**src/mem_maint_pkg.sv**
```systemverilog
// ------------------------------
// memory maintenance package
// sizes, boot phases, memory request and address helpers
// ------------------------------
`default_nettype none

package mem_maint_pkg;

    typedef logic [31:0] word_t;
    typedef logic [31:0] addr_t;

    // cpu address window of 64 MiB
    localparam addr_t ADDR_MASK = 32'h03ff_ffff;

    // region sizes in bytes
    localparam int unsigned ZERO_BYTES  = 128;
    localparam int unsigned IMAGE_BYTES = 64;    // image sits at address 0

    localparam logic [3:0] FULL_MASK = 4'b1111;   // all four byte lanes

    // boot phases in the order they run
    typedef enum logic [2:0] {
        ST_IDLE   = 3'd0,   // waiting for calibration
        ST_ZERO   = 3'd1,
        ST_COPY   = 3'd2,
        ST_VERIFY = 3'd3,
        ST_RUN    = 3'd4    // cpu owns the port
    } boot_state_e;

    // one request of the strobe-and-busy protocol
    typedef struct packed {
        logic       rd_en;
        logic       wr_en;
        addr_t      addr;
        word_t      wdata;
        logic [3:0] ctrl;   // byte mask
    } mem_req_t;

    // cpu address folded into the memory range
    function automatic addr_t mask_addr(input addr_t a);
        return a & ADDR_MASK;
    endfunction

    // next word address for the boot engines
    function automatic addr_t next_word_addr(input addr_t a);
        return a + addr_t'(4);
    endfunction

endpackage

`default_nettype wire

```
**src/boot_sequencer.sv**
```systemverilog
// ------------------------------
// boot sequencer
// steps through zero, copy, verify and run
// ------------------------------
`timescale 1ns/1ns
`default_nettype none

module boot_sequencer (
    input  wire                        clk,
    input  wire                        i_rst_n,
    input  wire                        i_calib_done,
    input  wire                        i_zero_done,
    input  wire                        i_copy_done,
    input  wire                        i_verify_done,
    output mem_maint_pkg::boot_state_e o_state,
    output logic                       o_boot_done
);

    mem_maint_pkg::boot_state_e state_q;
    mem_maint_pkg::boot_state_e state_d;

    always_comb begin
        state_d = state_q;
        case (state_q)
            mem_maint_pkg::ST_IDLE: begin
                if (i_calib_done)
                    state_d = mem_maint_pkg::ST_ZERO;
            end
            mem_maint_pkg::ST_ZERO: begin
                if (i_zero_done)
                    state_d = mem_maint_pkg::ST_COPY;
            end
            mem_maint_pkg::ST_COPY: begin
                if (i_copy_done)
                    state_d = mem_maint_pkg::ST_VERIFY;
            end
            mem_maint_pkg::ST_VERIFY: begin
                if (i_verify_done)
                    state_d = mem_maint_pkg::ST_RUN;
            end
            mem_maint_pkg::ST_RUN: state_d = mem_maint_pkg::ST_RUN;  // until reset
            default: state_d = mem_maint_pkg::ST_IDLE;
        endcase
    end

    always_ff @(posedge clk or negedge i_rst_n) begin
        if (!i_rst_n) begin
            state_q     <= mem_maint_pkg::ST_IDLE;
            o_boot_done <= 1'b0;
        end else begin
            state_q     <= state_d;
            o_boot_done <= (state_d == mem_maint_pkg::ST_RUN);
        end
    end

    assign o_state = state_q;

    // phases only ever move forward between resets
    a_state_forward: assert property (@(posedge clk) disable iff (!i_rst_n)
        $past(i_rst_n) |-> state_q >= $past(state_q));

endmodule

`default_nettype wire

```
**src/image_copier.sv**
```systemverilog
// ------------------------------
// image copier
// writes loader words to memory and sums a checksum
// ------------------------------
`timescale 1ns/1ns
`default_nettype none

module image_copier (
    input  wire                     clk,
    input  wire                     i_rst_n,
    input  wire                     i_start,
    input  wire                     i_load_valid,
    input  wire mem_maint_pkg::word_t i_load_data,
    output logic                    o_load_take,
    input  wire                     i_mem_busy,
    output mem_maint_pkg::mem_req_t o_req,
    output mem_maint_pkg::word_t    o_checksum,
    output logic                    o_done
);

    typedef enum logic [1:0] {
        S_IDLE,
        S_WAIT_BUSY,
        S_WAIT_DONE
    } cp_state_e;

    cp_state_e            state_q;
    mem_maint_pkg::addr_t addr_q;
    mem_maint_pkg::addr_t addr_next;
    mem_maint_pkg::word_t data_q;
    logic                 wr_q;
    logic                 take_word;

    assign addr_next = mem_maint_pkg::next_word_addr(addr_q);

    // a word is only taken while the port is idle
    assign take_word = (state_q == S_IDLE) && i_start && !o_done &&
                       i_load_valid && !i_mem_busy;

    always_ff @(posedge clk or negedge i_rst_n) begin
        if (!i_rst_n) begin
            state_q     <= S_IDLE;
            addr_q      <= '0;
            wr_q        <= 1'b0;
            o_load_take <= 1'b0;
            o_checksum  <= '0;
            o_done      <= 1'b0;
        end else begin
            o_load_take <= take_word;   // single cycle pulse
            case (state_q)
                S_IDLE: begin
                    if (take_word) begin
                        wr_q       <= 1'b1;
                        o_checksum <= o_checksum + i_load_data;
                        state_q    <= S_WAIT_BUSY;
                    end
                end
                S_WAIT_BUSY: begin
                    if (i_mem_busy) begin
                        wr_q    <= 1'b0;
                        state_q <= S_WAIT_DONE;
                    end
                end
                S_WAIT_DONE: begin
                    if (!i_mem_busy) begin  // write finished
                        addr_q  <= addr_next;
                        state_q <= S_IDLE;
                        if (addr_next == mem_maint_pkg::addr_t'(mem_maint_pkg::IMAGE_BYTES))
                            o_done <= 1'b1;
                    end
                end
                default: state_q <= S_IDLE;
            endcase
        end
    end

    // word holding register
    always_ff @(posedge clk) begin
        if (take_word)
            data_q <= i_load_data;
    end

    always_comb begin
        o_req       = '0;
        o_req.wr_en = wr_q;
        o_req.addr  = addr_q;
        o_req.wdata = data_q;
        o_req.ctrl  = mem_maint_pkg::FULL_MASK;
    end

    // loader handshake must never overlap a memory transaction
    a_take_not_busy: assert property (@(posedge clk) disable iff (!i_rst_n)
        o_load_take |-> !i_mem_busy);

endmodule

`default_nettype wire

```
**src/mem_maint.sv**
```systemverilog
// ------------------------------
// memory maintenance top
// boot engines and cpu port in front of the sdram controller
// ------------------------------
`timescale 1ns/1ns
`default_nettype none

module mem_maint (
    input  wire                       clk,
    input  wire                       i_rst_n,
    input  wire                       i_calib_done,
    input  wire                       i_load_valid,
    input  wire mem_maint_pkg::word_t i_load_data,
    output logic                      o_load_take,
    input  wire mem_maint_pkg::mem_req_t i_cpu_req,
    output mem_maint_pkg::word_t      o_cpu_rdata,
    output logic                      o_cpu_busy,
    output mem_maint_pkg::mem_req_t   o_mem_req,
    input  wire                       i_mem_busy,
    input  wire mem_maint_pkg::word_t i_mem_rdata,
    output logic                      o_boot_done,
    output logic                      o_checksum_match
);

    mem_maint_pkg::boot_state_e w_state;
    mem_maint_pkg::mem_req_t    w_zero_req;
    mem_maint_pkg::mem_req_t    w_copy_req;
    mem_maint_pkg::mem_req_t    w_verify_req;
    mem_maint_pkg::word_t       w_checksum;
    logic                       w_zero_done;
    logic                       w_copy_done;
    logic                       w_verify_done;
    logic                       w_zero_start;
    logic                       w_copy_start;
    logic                       w_verify_start;

    // one start level per phase
    assign w_zero_start   = (w_state == mem_maint_pkg::ST_ZERO);
    assign w_copy_start   = (w_state == mem_maint_pkg::ST_COPY);
    assign w_verify_start = (w_state == mem_maint_pkg::ST_VERIFY);

    assign o_cpu_rdata = i_mem_rdata;   // read data straight from the controller

    boot_sequencer u_boot_sequencer (
        .clk            (clk),
        .i_rst_n        (i_rst_n),
        .i_calib_done   (i_calib_done),
        .i_zero_done    (w_zero_done),
        .i_copy_done    (w_copy_done),
        .i_verify_done  (w_verify_done),
        .o_state        (w_state),
        .o_boot_done    (o_boot_done)
    );

    zero_fill u_zero_fill (
        .clk        (clk),
        .i_rst_n    (i_rst_n),
        .i_start    (w_zero_start),
        .i_mem_busy (i_mem_busy),
        .o_req      (w_zero_req),
        .o_done     (w_zero_done)
    );

    image_copier u_image_copier (
        .clk          (clk),
        .i_rst_n      (i_rst_n),
        .i_start      (w_copy_start),
        .i_load_valid (i_load_valid),
        .i_load_data  (i_load_data),
        .o_load_take  (o_load_take),
        .i_mem_busy   (i_mem_busy),
        .o_req        (w_copy_req),
        .o_checksum   (w_checksum),
        .o_done       (w_copy_done)
    );

    readback_checker u_readback_checker (
        .clk            (clk),
        .i_rst_n        (i_rst_n),
        .i_start        (w_verify_start),
        .i_mem_busy     (i_mem_busy),
        .i_mem_rdata    (i_mem_rdata),
        .i_expected_sum (w_checksum),
        .o_req          (w_verify_req),
        .o_match        (o_checksum_match),
        .o_done         (w_verify_done)
    );

    mem_port_mux u_mem_port_mux (
        .i_state      (w_state),
        .i_zero_req   (w_zero_req),
        .i_copy_req   (w_copy_req),
        .i_verify_req (w_verify_req),
        .i_cpu_req    (i_cpu_req),
        .i_mem_busy   (i_mem_busy),
        .o_mem_req    (o_mem_req),
        .o_cpu_busy   (o_cpu_busy)
    );

    // the image must lie inside the zeroed region
    if (mem_maint_pkg::IMAGE_BYTES > mem_maint_pkg::ZERO_BYTES) begin : g_size_check
        $error("image region larger than zero region");
    end

endmodule

`default_nettype wire

```
**src/mem_port_mux.sv**
```systemverilog
// ------------------------------
// memory port mux
// picks the active requester, holds the cpu off during boot
// ------------------------------
`timescale 1ns/1ns
`default_nettype none

module mem_port_mux (
    input  wire mem_maint_pkg::boot_state_e i_state,
    input  wire mem_maint_pkg::mem_req_t    i_zero_req,
    input  wire mem_maint_pkg::mem_req_t    i_copy_req,
    input  wire mem_maint_pkg::mem_req_t    i_verify_req,
    input  wire mem_maint_pkg::mem_req_t    i_cpu_req,
    input  wire                             i_mem_busy,
    output mem_maint_pkg::mem_req_t         o_mem_req,
    output logic                            o_cpu_busy
);

    always_comb begin
        o_mem_req  = '0;    // nothing on the port while idle
        o_cpu_busy = 1'b1;
        case (i_state)
            mem_maint_pkg::ST_ZERO:   o_mem_req = i_zero_req;
            mem_maint_pkg::ST_COPY:   o_mem_req = i_copy_req;
            mem_maint_pkg::ST_VERIFY: o_mem_req = i_verify_req;
            mem_maint_pkg::ST_RUN: begin
                o_mem_req      = i_cpu_req;     // cpu byte mask passes through
                o_mem_req.addr = mem_maint_pkg::mask_addr(i_cpu_req.addr);
                o_cpu_busy     = i_mem_busy;
            end
            default: o_mem_req = '0;
        endcase
    end

endmodule

`default_nettype wire

```
**src/readback_checker.sv**
```systemverilog
// ------------------------------
// readback checker
// reads the image back and compares its sum
// ------------------------------
`timescale 1ns/1ns
`default_nettype none

module readback_checker (
    input  wire                       clk,
    input  wire                       i_rst_n,
    input  wire                       i_start,
    input  wire                       i_mem_busy,
    input  wire mem_maint_pkg::word_t i_mem_rdata,
    input  wire mem_maint_pkg::word_t i_expected_sum,
    output mem_maint_pkg::mem_req_t   o_req,
    output logic                      o_match,
    output logic                      o_done
);

    typedef enum logic [1:0] {
        S_IDLE,
        S_WAIT_BUSY,
        S_WAIT_DATA     // read in flight
    } rb_state_e;

    rb_state_e            state_q;
    mem_maint_pkg::addr_t addr_q;
    mem_maint_pkg::addr_t addr_next;
    mem_maint_pkg::word_t sum_q;
    mem_maint_pkg::word_t sum_next;
    logic                 rd_q;
    logic                 last_word;

    assign addr_next = mem_maint_pkg::next_word_addr(addr_q);
    assign sum_next  = sum_q + i_mem_rdata;
    assign last_word = (addr_next == mem_maint_pkg::addr_t'(mem_maint_pkg::IMAGE_BYTES));

    always_ff @(posedge clk or negedge i_rst_n) begin
        if (!i_rst_n) begin
            state_q <= S_IDLE;
            addr_q  <= '0;
            sum_q   <= '0;
            rd_q    <= 1'b0;
            o_match <= 1'b0;
            o_done  <= 1'b0;
        end else begin
            case (state_q)
                S_IDLE: begin
                    if (i_start && !o_done && !i_mem_busy) begin
                        rd_q    <= 1'b1;
                        state_q <= S_WAIT_BUSY;
                    end
                end
                S_WAIT_BUSY: begin
                    if (i_mem_busy) begin
                        rd_q    <= 1'b0;
                        state_q <= S_WAIT_DATA;
                    end
                end
                S_WAIT_DATA: begin
                    // rdata is valid on the first cycle busy is low again
                    if (!i_mem_busy) begin
                        sum_q   <= sum_next;
                        addr_q  <= addr_next;
                        state_q <= S_IDLE;
                        if (last_word) begin
                            o_match <= (sum_next == i_expected_sum);
                            o_done  <= 1'b1;
                        end
                    end
                end
                default: state_q <= S_IDLE;
            endcase
        end
    end

    always_comb begin
        o_req       = '0;
        o_req.rd_en = rd_q;
        o_req.addr  = addr_q;
        o_req.ctrl  = mem_maint_pkg::FULL_MASK;
    end

endmodule

`default_nettype wire

```
**src/zero_fill.sv**
```systemverilog
// ------------------------------
// zero fill engine
// writes zero words over the zero region
// ------------------------------
`timescale 1ns/1ns
`default_nettype none

module zero_fill (
    input  wire                     clk,
    input  wire                     i_rst_n,
    input  wire                     i_start,
    input  wire                     i_mem_busy,
    output mem_maint_pkg::mem_req_t o_req,
    output logic                    o_done
);

    typedef enum logic [1:0] {
        S_IDLE,
        S_WAIT_BUSY,    // strobe up until the controller answers
        S_WAIT_DONE
    } zf_state_e;

    zf_state_e            state_q;
    mem_maint_pkg::addr_t addr_q;
    mem_maint_pkg::addr_t addr_next;
    logic                 wr_q;

    assign addr_next = mem_maint_pkg::next_word_addr(addr_q);

    always_ff @(posedge clk or negedge i_rst_n) begin
        if (!i_rst_n) begin
            state_q <= S_IDLE;
            addr_q  <= '0;
            wr_q    <= 1'b0;
            o_done  <= 1'b0;
        end else begin
            case (state_q)
                S_IDLE: begin
                    if (i_start && !o_done && !i_mem_busy) begin
                        wr_q    <= 1'b1;
                        state_q <= S_WAIT_BUSY;
                    end
                end
                S_WAIT_BUSY: begin
                    if (i_mem_busy) begin
                        wr_q    <= 1'b0;    // controller took it
                        state_q <= S_WAIT_DONE;
                    end
                end
                S_WAIT_DONE: begin
                    if (!i_mem_busy) begin
                        addr_q  <= addr_next;
                        state_q <= S_IDLE;
                        if (addr_next == mem_maint_pkg::addr_t'(mem_maint_pkg::ZERO_BYTES))
                            o_done <= 1'b1;
                    end
                end
                default: state_q <= S_IDLE;
            endcase
        end
    end

    always_comb begin
        o_req       = '0;
        o_req.wr_en = wr_q;
        o_req.addr  = addr_q;
        o_req.ctrl  = mem_maint_pkg::FULL_MASK;   // wdata stays zero
    end

    // once the region is covered no further writes go out
    a_no_strobe_when_done: assert property (@(posedge clk) disable iff (!i_rst_n)
        o_done |-> !o_req.wr_en && !o_req.rd_en);

endmodule

`default_nettype wire
```
**config.mk**
```make
export PLATFORM = sky130hd
export DESIGN_NAME = mem_maint
export DESIGN_NICKNAME = d
export VERILOG_FILES = /design/src/mem_maint_pkg.sv /design/src/boot_sequencer.sv /design/src/image_copier.sv /design/src/mem_maint.sv /design/src/mem_port_mux.sv /design/src/readback_checker.sv /design/src/zero_fill.sv
export SDC_FILE = /design/constraint.sdc
export NUM_CORES = 1
export LEC_CHECK = 0
export BUFFER_PORTS_ARGS = -buffer_cell sky130_fd_sc_hd__buf_2
export CORE_UTILIZATION = 54
export CTS_BUF_LIST = sky130_fd_sc_hd__clkbuf_8
export DETAILED_ROUTE_END_ITERATION = 10
export HOLD_SLACK_MARGIN = 0.12
export PLACE_DENSITY = 0.8
export SYNTH_ARGS = -nofsm -noshare
export SYNTH_HDL_FRONTEND = slang
export SYNTH_SLANG_ARGS = --single-unit
```
**constraint.sdc**
```tcl
create_clock -name clk -period 3.3 [get_ports clk]
set_input_delay 0.495 -clock clk [delete_from_list [all_inputs] [get_ports clk]]
set_output_delay 0.495 -clock clk [all_outputs]
set_load 0.01 [all_outputs]
```
Yosys cells after proc, flatten, opt, wreduce, memory -nomap -nowiden
Cells that the tools add are included.
{"block": "totals", "ff_bits": 210, "input_bits": 139, "out_inout_bits": 106, "elab_cells": 103}
{"block": "op_classes", "addsub": 5, "eq_ne": 24, "muxes": 22, "bitwise": 1, "n_reduce_logical": 32}
{"cell": "$pmux 70 s4", "n": 1}
{"cell": "$add 32x3->32 const B", "n": 3}
{"cell": "$add 32x32->32", "n": 2}
{"cell": "$eq 32x7->1 const B", "n": 2}
{"cell": "$eq 32x32->1", "n": 1}
{"cell": "$eq 32x8->1 const B", "n": 1}
{"cell": "$reduce_and 3->1", "n": 9}
{"cell": "$pmux 2 s3", "n": 3}
{"cell": "$pmux 3 s5", "n": 1}
{"cell": "$mux 3", "n": 4}
{"cell": "$ne 2x2->1 const B", "n": 6}
{"cell": "$mux 2", "n": 5}
{"cell": "$logic_and 1x1->1", "n": 8}
{"cell": "$reduce_and 2->1", "n": 4}
{"cell": "$eq 2x1->1 const B", "n": 3}
{"cell": "$eq 2x2->1 const B", "n": 3}
{"cell": "$eq 3x2->1 const B", "n": 2}
{"cell": "$eq 3x3->1 const B", "n": 2}
{"cell": "$logic_not 2->1", "n": 3}
{"cell": "$ne 2x1->1 const B", "n": 3}
{"cell": "$pmux 1 s2", "n": 3}
{"cell": "$reduce_bool 2->1", "n": 3}
{"cell": "$mux 1", "n": 5}
{"cell": "$logic_not 1->1", "n": 4}
{"cell": "3 further kinds", "n": 3}

Longest topological paths before layout
{"block": "logic_depth", "word_depth": 7, "ltp_mapped": 14, "ltp_nobuf": 14}

Modules after synthesis
A second synthesis with hierarchy kept.
{"block": "hier_totals", "hier_cells": 2024, "hier_area_um2": 17429.2}
{"module": "readback_checker", "instances": 1, "cells_each": 769, "area_each_um2": 6140.9, "seq_area_each_um2": 1676.6}
{"module": "image_copier", "instances": 1, "cells_each": 591, "area_each_um2": 5711.7, "seq_area_each_um2": 2637.5}
{"module": "mem_port_mux", "instances": 1, "cells_each": 329, "area_each_um2": 2590.0, "seq_area_each_um2": 0.0}
{"module": "zero_fill", "instances": 1, "cells_each": 282, "area_each_um2": 2548.7, "seq_area_each_um2": 850.8}
{"module": "mem_maint", "instances": 1, "cells_each": 35, "area_each_um2": 265.3, "seq_area_each_um2": 0.0}
{"module": "boot_sequencer", "instances": 1, "cells_each": 18, "area_each_um2": 172.7, "seq_area_each_um2": 100.1}

Worst setup path after synthesis
Ideal clock, no wire load.
{"block": "synth_path", "path_type": "input port to flip-flop", "start": "in i_mem_rdata[0]", "end": "reg u_readback_checker.o_match", "setup_ns": 0.066, "arrival_time_ns": 3.505, "t_required_ns": 3.234, "path_slack_ns": -0.271, "path_stages": 13, "n_path_buf": 0, "path_cell_list": "ha_1 > fa_1 > a211oi_1 > o21bai_1 > a211oi_2 > o21ai_1 > a21oi_2 > o21bai_1 > xnor3_1 > or4_1 > nor4_2 > o211ai_1 > nand2_1"}
{"block": "synth_via", "elab_chain_len": 2}
{"element": "from (decl)", "line_no": "mem_maint.sv:20", "source": "input wire mem_maint_pkg::word_t i_mem_rdata,"}
{"element": "$add 32x32->32", "line_no": "readback_checker.sv:35", "source": "assign sum_next = sum_q + i_mem_rdata;"}
{"element": "$eq 32x32->1", "line_no": "readback_checker.sv:67", "source": "o_match <= (sum_next == i_expected_sum);"}
{"element": "to (signal assigned)", "line_no": "readback_checker.sv:67"}
{"element": "to (decl)", "line_no": "readback_checker.sv:16", "source": "output logic o_match,"}
No other way between the ends.
A chain may end at the register's enable or synchronous reset.

Worst setup path after layout
{"block": "layout_path", "start": "reg u_readback_checker.sum_q[0]", "end": "reg u_readback_checker.o_match"}
{"block": "layout_via", "elab_chain_len": 2}
{"element": "from (decl)", "line_no": "readback_checker.sv:29", "source": "mem_maint_pkg::word_t sum_q;"}
{"element": "from (signal assigned)", "line_no": "readback_checker.sv:63", "source": "sum_q <= sum_next;"}
{"element": "$add 32x32->32", "line_no": "readback_checker.sv:35"}
{"element": "$eq 32x32->1", "line_no": "readback_checker.sv:67"}
No other way between the ends.

==> metrics.md <==
| Metric | Value |
|---|---|
| CTS Buffer Depth | `3` |
| Count of mapped cells out of synthesis | `1743` |
| Post-route cell area | `18500 µm²` |
| Violations in the final reports | `setup timing` |
| Post-detailed-placement half-perimeter wirelength | `36100 µm` |
| Clock Sinks | `204` |
| Vias in the first global route | `14200` |
| Total nets after synthesis | `1952` |
| Number of vias in the routed layout | `14800` |
| Final clock skew | `0.0212 ns` |
| Number of flops mapped to enable cells by yosys | `32` |
| RSZ-0062 raised after global routing | `true` |
| CP startpoint kind | `flip-flop` |
| Total global-route track usage | `32.9%` |
| DRC Markers | `0` |
| Kind of critical path | `reg2reg` |
| Drt first pass iters | `6` |
| Hold Vio Cnt, Final | `0` |
| Number of buffers created by CTS | `38` |
| Layout filler cell count | `2201` |
| Placed cell count | `2419` |
| Count of routing violations after the opening detailed-route iteration | `1417` |
| Setup violators final | `1` |
| Mean cell area of the mapped netlist | `8.61 µm²` |
| Global-route wire length before repair | `73800 µm` |
| Total die area | `28500 µm²` |
| Cell with the most instances after synthesis | `sky130_fd_sc_hd__nand2_1` |
| Cell at the slowest stage of the critical path | `sky130_fd_sc_hd__or4b_4` |
| Detail-routed via count per cell | `5.96` |
| Max FO, Critical Path | `3` |
| Sequential-to-total area share from yosys stat | `35.1%` |
| Largest cells by area after synthesis | `sky130_fd_sc_hd__dfrtp_1 29%, sky130_fd_sc_hd__xnor2_1 6.5%, sky130_fd_sc_hd__edfxtp_1 6.4%` |
| Highest attainable clock frequency | `285 MHz` |
| Overflow left after global routing | `0` |
| Pre-CTS setup slack | `-0.485 ns` |
| I/O Buffers | `238` |
| Cell family with most CP delay | `compound AO/OA/AOI/OAI gates` |
| Power density relative to cell area | `377 nW/µm²` |
| Result of the run | `finished, violations left` |
| Die boundary height | `169 µm` |
| Routed wire length | `47000 µm` |
| Yosys reg bits | `204` |
| Max-slew violation count | `0` |
| Netlist cell types | `95` |
| Area used by sequential logic in the layout | `5270 µm²` |
| Weighted congestion at the end of routability-driven global placement | `0.951` |
| Multi-input gate area | `9120 µm²` |
| Hold WC Path Type | `in2reg` |
| Number of nets still failing antenna checks after routing | `0` |
| Fraction of layout cells with a size suffix above 1 | `25.8%` |
| Skew-Pair Late Insertion Delay | `0.54 ns` |
| Initial cell density of the core | `55.4%` |
| Cell taking the most area after synthesis | `sky130_fd_sc_hd__dfrtp_1` |
| Data required time of the critical path | `3.78 ns` |
| Area of the core region | `27100 µm²` |
| Data arrival time of the worst path | `3.99 ns` |
| CTS clk-pin slew, worst paths | `0.06 ns` |
| Cell row count | `60` |
| Shortest period the worst path allows | `3.51 ns` |
| Max-Cap Viols | `0` |
| Slew at the pin closest to its max-slew limit | `0.787 ns` |
| Synth warnings | `0` |
| Root Driver | `sky130_fd_sc_hd__clkbuf_8` |
| Slowest Stage Delay on Critical Path | `0.51 ns` |
| Cell leakage power | `0.00880 µW` |
| Largest net degree at the start of global routing | `66` |
| Area fraction of the dominant cell type after synthesis | `28.7%` |
| Worst-case headroom to the max-slew limit | `47.0%` |
| Mapped Area | `15000 µm²` |
| Initial antenna violation count | `1` |
| Layout overhead on the synthesized area | `23.0%` |
| Type of destination of the critical path | `flip-flop` |
| Number of levels in the clock H-tree | `2` |
| Min setup slack post-route | `-0.213 ns` |
| Non-Filler Instances | `2487` |
| Final worst-path cycle share | `106%` |
| Async S/R FF share, synth | `84.3%` |
| Net count, final | `2297` |
| Routed wire per std cell | `18.9 µm` |
| Worst vdd ir | `0.282 mV` |
| Worst path cell trace | `ha_2 -> buf_4 -> a211oi_4 -> o21ai_0 -> a2111o_1 -> and2_4 -> a32o_1 -> a2111oi_4 -> nand3_1 -> or4b_4 -> nor4_2 -> o211ai_1 -> nand2_1` |
| Clock tree from TritonCTS | `done` |
| Synth cell count leaders | `217 x sky130_fd_sc_hd__nand2_1, 172 x sky130_fd_sc_hd__dfrtp_1, 159 x sky130_fd_sc_hd__nor2_1, 111 x sky130_fd_sc_hd__xnor2_1, 94 x sky130_fd_sc_hd__o21ai_0` |
| Placement Cell Area | `17600 µm²` |
| Io pins | `245` |
| DIE WIDTH | `169 µm` |
| Diode insertion count for antenna repair | `0` |
| Number of buffer and inverter instances along the worst setup path | `1` |
| Post-CTS setup repair buffer count | `0` |
| Dominant synthesized flop cell | `sky130_fd_sc_hd__dfrtp_1` |
[worst register-to-register path: stages, from the launching register on]
cell and delay (ns):
sky130_fd_sc_hd__dfrtp_1 0.39, sky130_fd_sc_hd__ha_2 0.20, sky130_fd_sc_hd__buf_4 0.14, sky130_fd_sc_hd__a211oi_4 0.29, sky130_fd_sc_hd__o21ai_0 0.23, sky130_fd_sc_hd__a2111o_1 0.43, sky130_fd_sc_hd__and2_4 0.16, sky130_fd_sc_hd__a32o_1 0.24
sky130_fd_sc_hd__a2111oi_4 0.36, sky130_fd_sc_hd__nand3_1 0.16, sky130_fd_sc_hd__or4b_4 0.51, sky130_fd_sc_hd__nor4_2 0.15, sky130_fd_sc_hd__o211ai_1 0.12, sky130_fd_sc_hd__nand2_1 0.08
[through the flow]
step | hold WS [ns] | power [µW] | utilization [%] | TNS, ns
2_1_floorplan | 0.199 | 3720 | - | -0.130
3_3_place_gp | 0.464 | 4500 | 65.0 | -0.534
3_5_place_dp | 0.476 | 4530 | 65.0 | -1.53
4_1_cts | 0.128 | 6970 | 67.8 | -0.257
5_1_grt | 0.131 | 7280 | 68.1 | -0.365
6_report | 0.157 | 6970 | 68.1 | -0.213
[routing by layer]
metal  vias to the layer above  routed length (µm)  global-route usage [%]
met1                      7043               19000                    41.2
met2                       697               22400                    55.6
met5                         -                  16                       0
met3                       130                3530                    5.35
met4                         2                2020                    14.9
li1                       6947                   -                       -
[layout by cell type, fill, tap and decap left out, types with 12 or more instances in the layout]
master / count
sky130_fd_sc_hd__o21ai_1: 13
sky130_fd_sc_hd__xor2_1: 66
sky130_fd_sc_hd__a21o_1: 31
sky130_fd_sc_hd__a21oi_1: 83
sky130_fd_sc_hd__o21ai_0: 94
sky130_fd_sc_hd__inv_1: 45
sky130_fd_sc_hd__and3_1: 24
sky130_fd_sc_hd__nor2_1: 156
sky130_fd_sc_hd__o21a_1: 18
sky130_fd_sc_hd__a31oi_1: 16
sky130_fd_sc_hd__o211ai_1: 12
sky130_fd_sc_hd__nand2_1: 216
sky130_fd_sc_hd__buf_2: 237
sky130_fd_sc_hd__buf_4: 203
sky130_fd_sc_hd__nor4_1: 16
sky130_fd_sc_hd__dfrtp_1: 171
sky130_fd_sc_hd__nand4_1: 41
sky130_fd_sc_hd__xnor2_1: 110
sky130_fd_sc_hd__edfxtp_1: 32
sky130_fd_sc_hd__or3_1: 17
sky130_fd_sc_hd__a22oi_1: 78
sky130_fd_sc_hd__clkbuf_8: 41
sky130_fd_sc_hd__nand3_1: 63
sky130_fd_sc_hd__ha_1: 67
sky130_fd_sc_hd__nor3_1: 38
[repair_timing]
| action | in CTS | in global routing |
|---|---|---|
| endpoints found under the hold margin | 60 | 0 |
| endpoints found under the setup margin | 1 | 9 |
| hold buffers | 1 | 0 |
| pin swaps | 6 | 6 |
| gates resized for setup | 3 | 13 |
[report_power, final]
part	internal (µW)	leakage [µW]	total (µW)	switching [µW]
sequential	2640	0.00262	2730	92.6
combinational	873	0.00574	1820	944
clock	1300	0.000437	2420	1110
[state kept, by name, summed over array words and instances (netlist names)]
signal,count
u_boot_sequencer.o_boot_done,1
u_boot_sequencer.o_state,3
u_image_copier.addr_q,30
u_image_copier.data_q,32
u_image_copier.o_checksum,32
u_image_copier.o_done,1
u_image_copier.o_load_take,1
u_image_copier.state_q,2
u_image_copier.wr_q,1
u_readback_checker.addr_q,30
u_readback_checker.o_done,1
u_readback_checker.o_match,1
u_readback_checker.rd_q,1
u_readback_checker.state_q,2
u_readback_checker.sum_q,32
u_zero_fill.addr_q,30
u_zero_fill.o_done,1
u_zero_fill.state_q,2
u_zero_fill.wr_q,1
[area by class of cell]
| class | instances | share of cell area (%) |
|---|---|---|
| Sequential cell | 204 | 28.5 |
| Multi-Input combinational cell | 1371 | 49.4 |
| Clock buffer | 41 | 3.06 |
| Inverter | 29 | 0.610 |
| Clock inverter | 26 | 0.928 |
| Timing Repair Buffer | 444 | 15.0 |
| Tap cell | 372 | 2.52 |
[worst paths after layout]
kind	from	to	slack (ns)	cells after the start
setup / recovery	u_readback_checker.sum_q[0]	u_readback_checker.o_match	-0.21	13
hold / removal	i_load_data[13]	u_image_copier.data_q[13]	0.16	1
setup reg to reg	u_readback_checker.sum_q[0]	u_readback_checker.o_match	-0.21	13
hold reg to reg	u_readback_checker.sum_q[14]	u_readback_checker.sum_q[14]	0.48	2
max in group asynchronous	i_rst_n	u_readback_checker.addr_q[29]	1.91	3
min in group asynchronous	i_rst_n	u_image_copier.addr_q[20]	0.52	2
[kinds of logic after synthesis]
group           synth area share [%]
flops                           35.1
mux                            0.883
xor+xnor                        12.1
compound gates                  19.6
buf+inv                         5.22
simple gates                    21.2
fa+ha+maj                       5.93
Power figures use the tool's default switching activity.
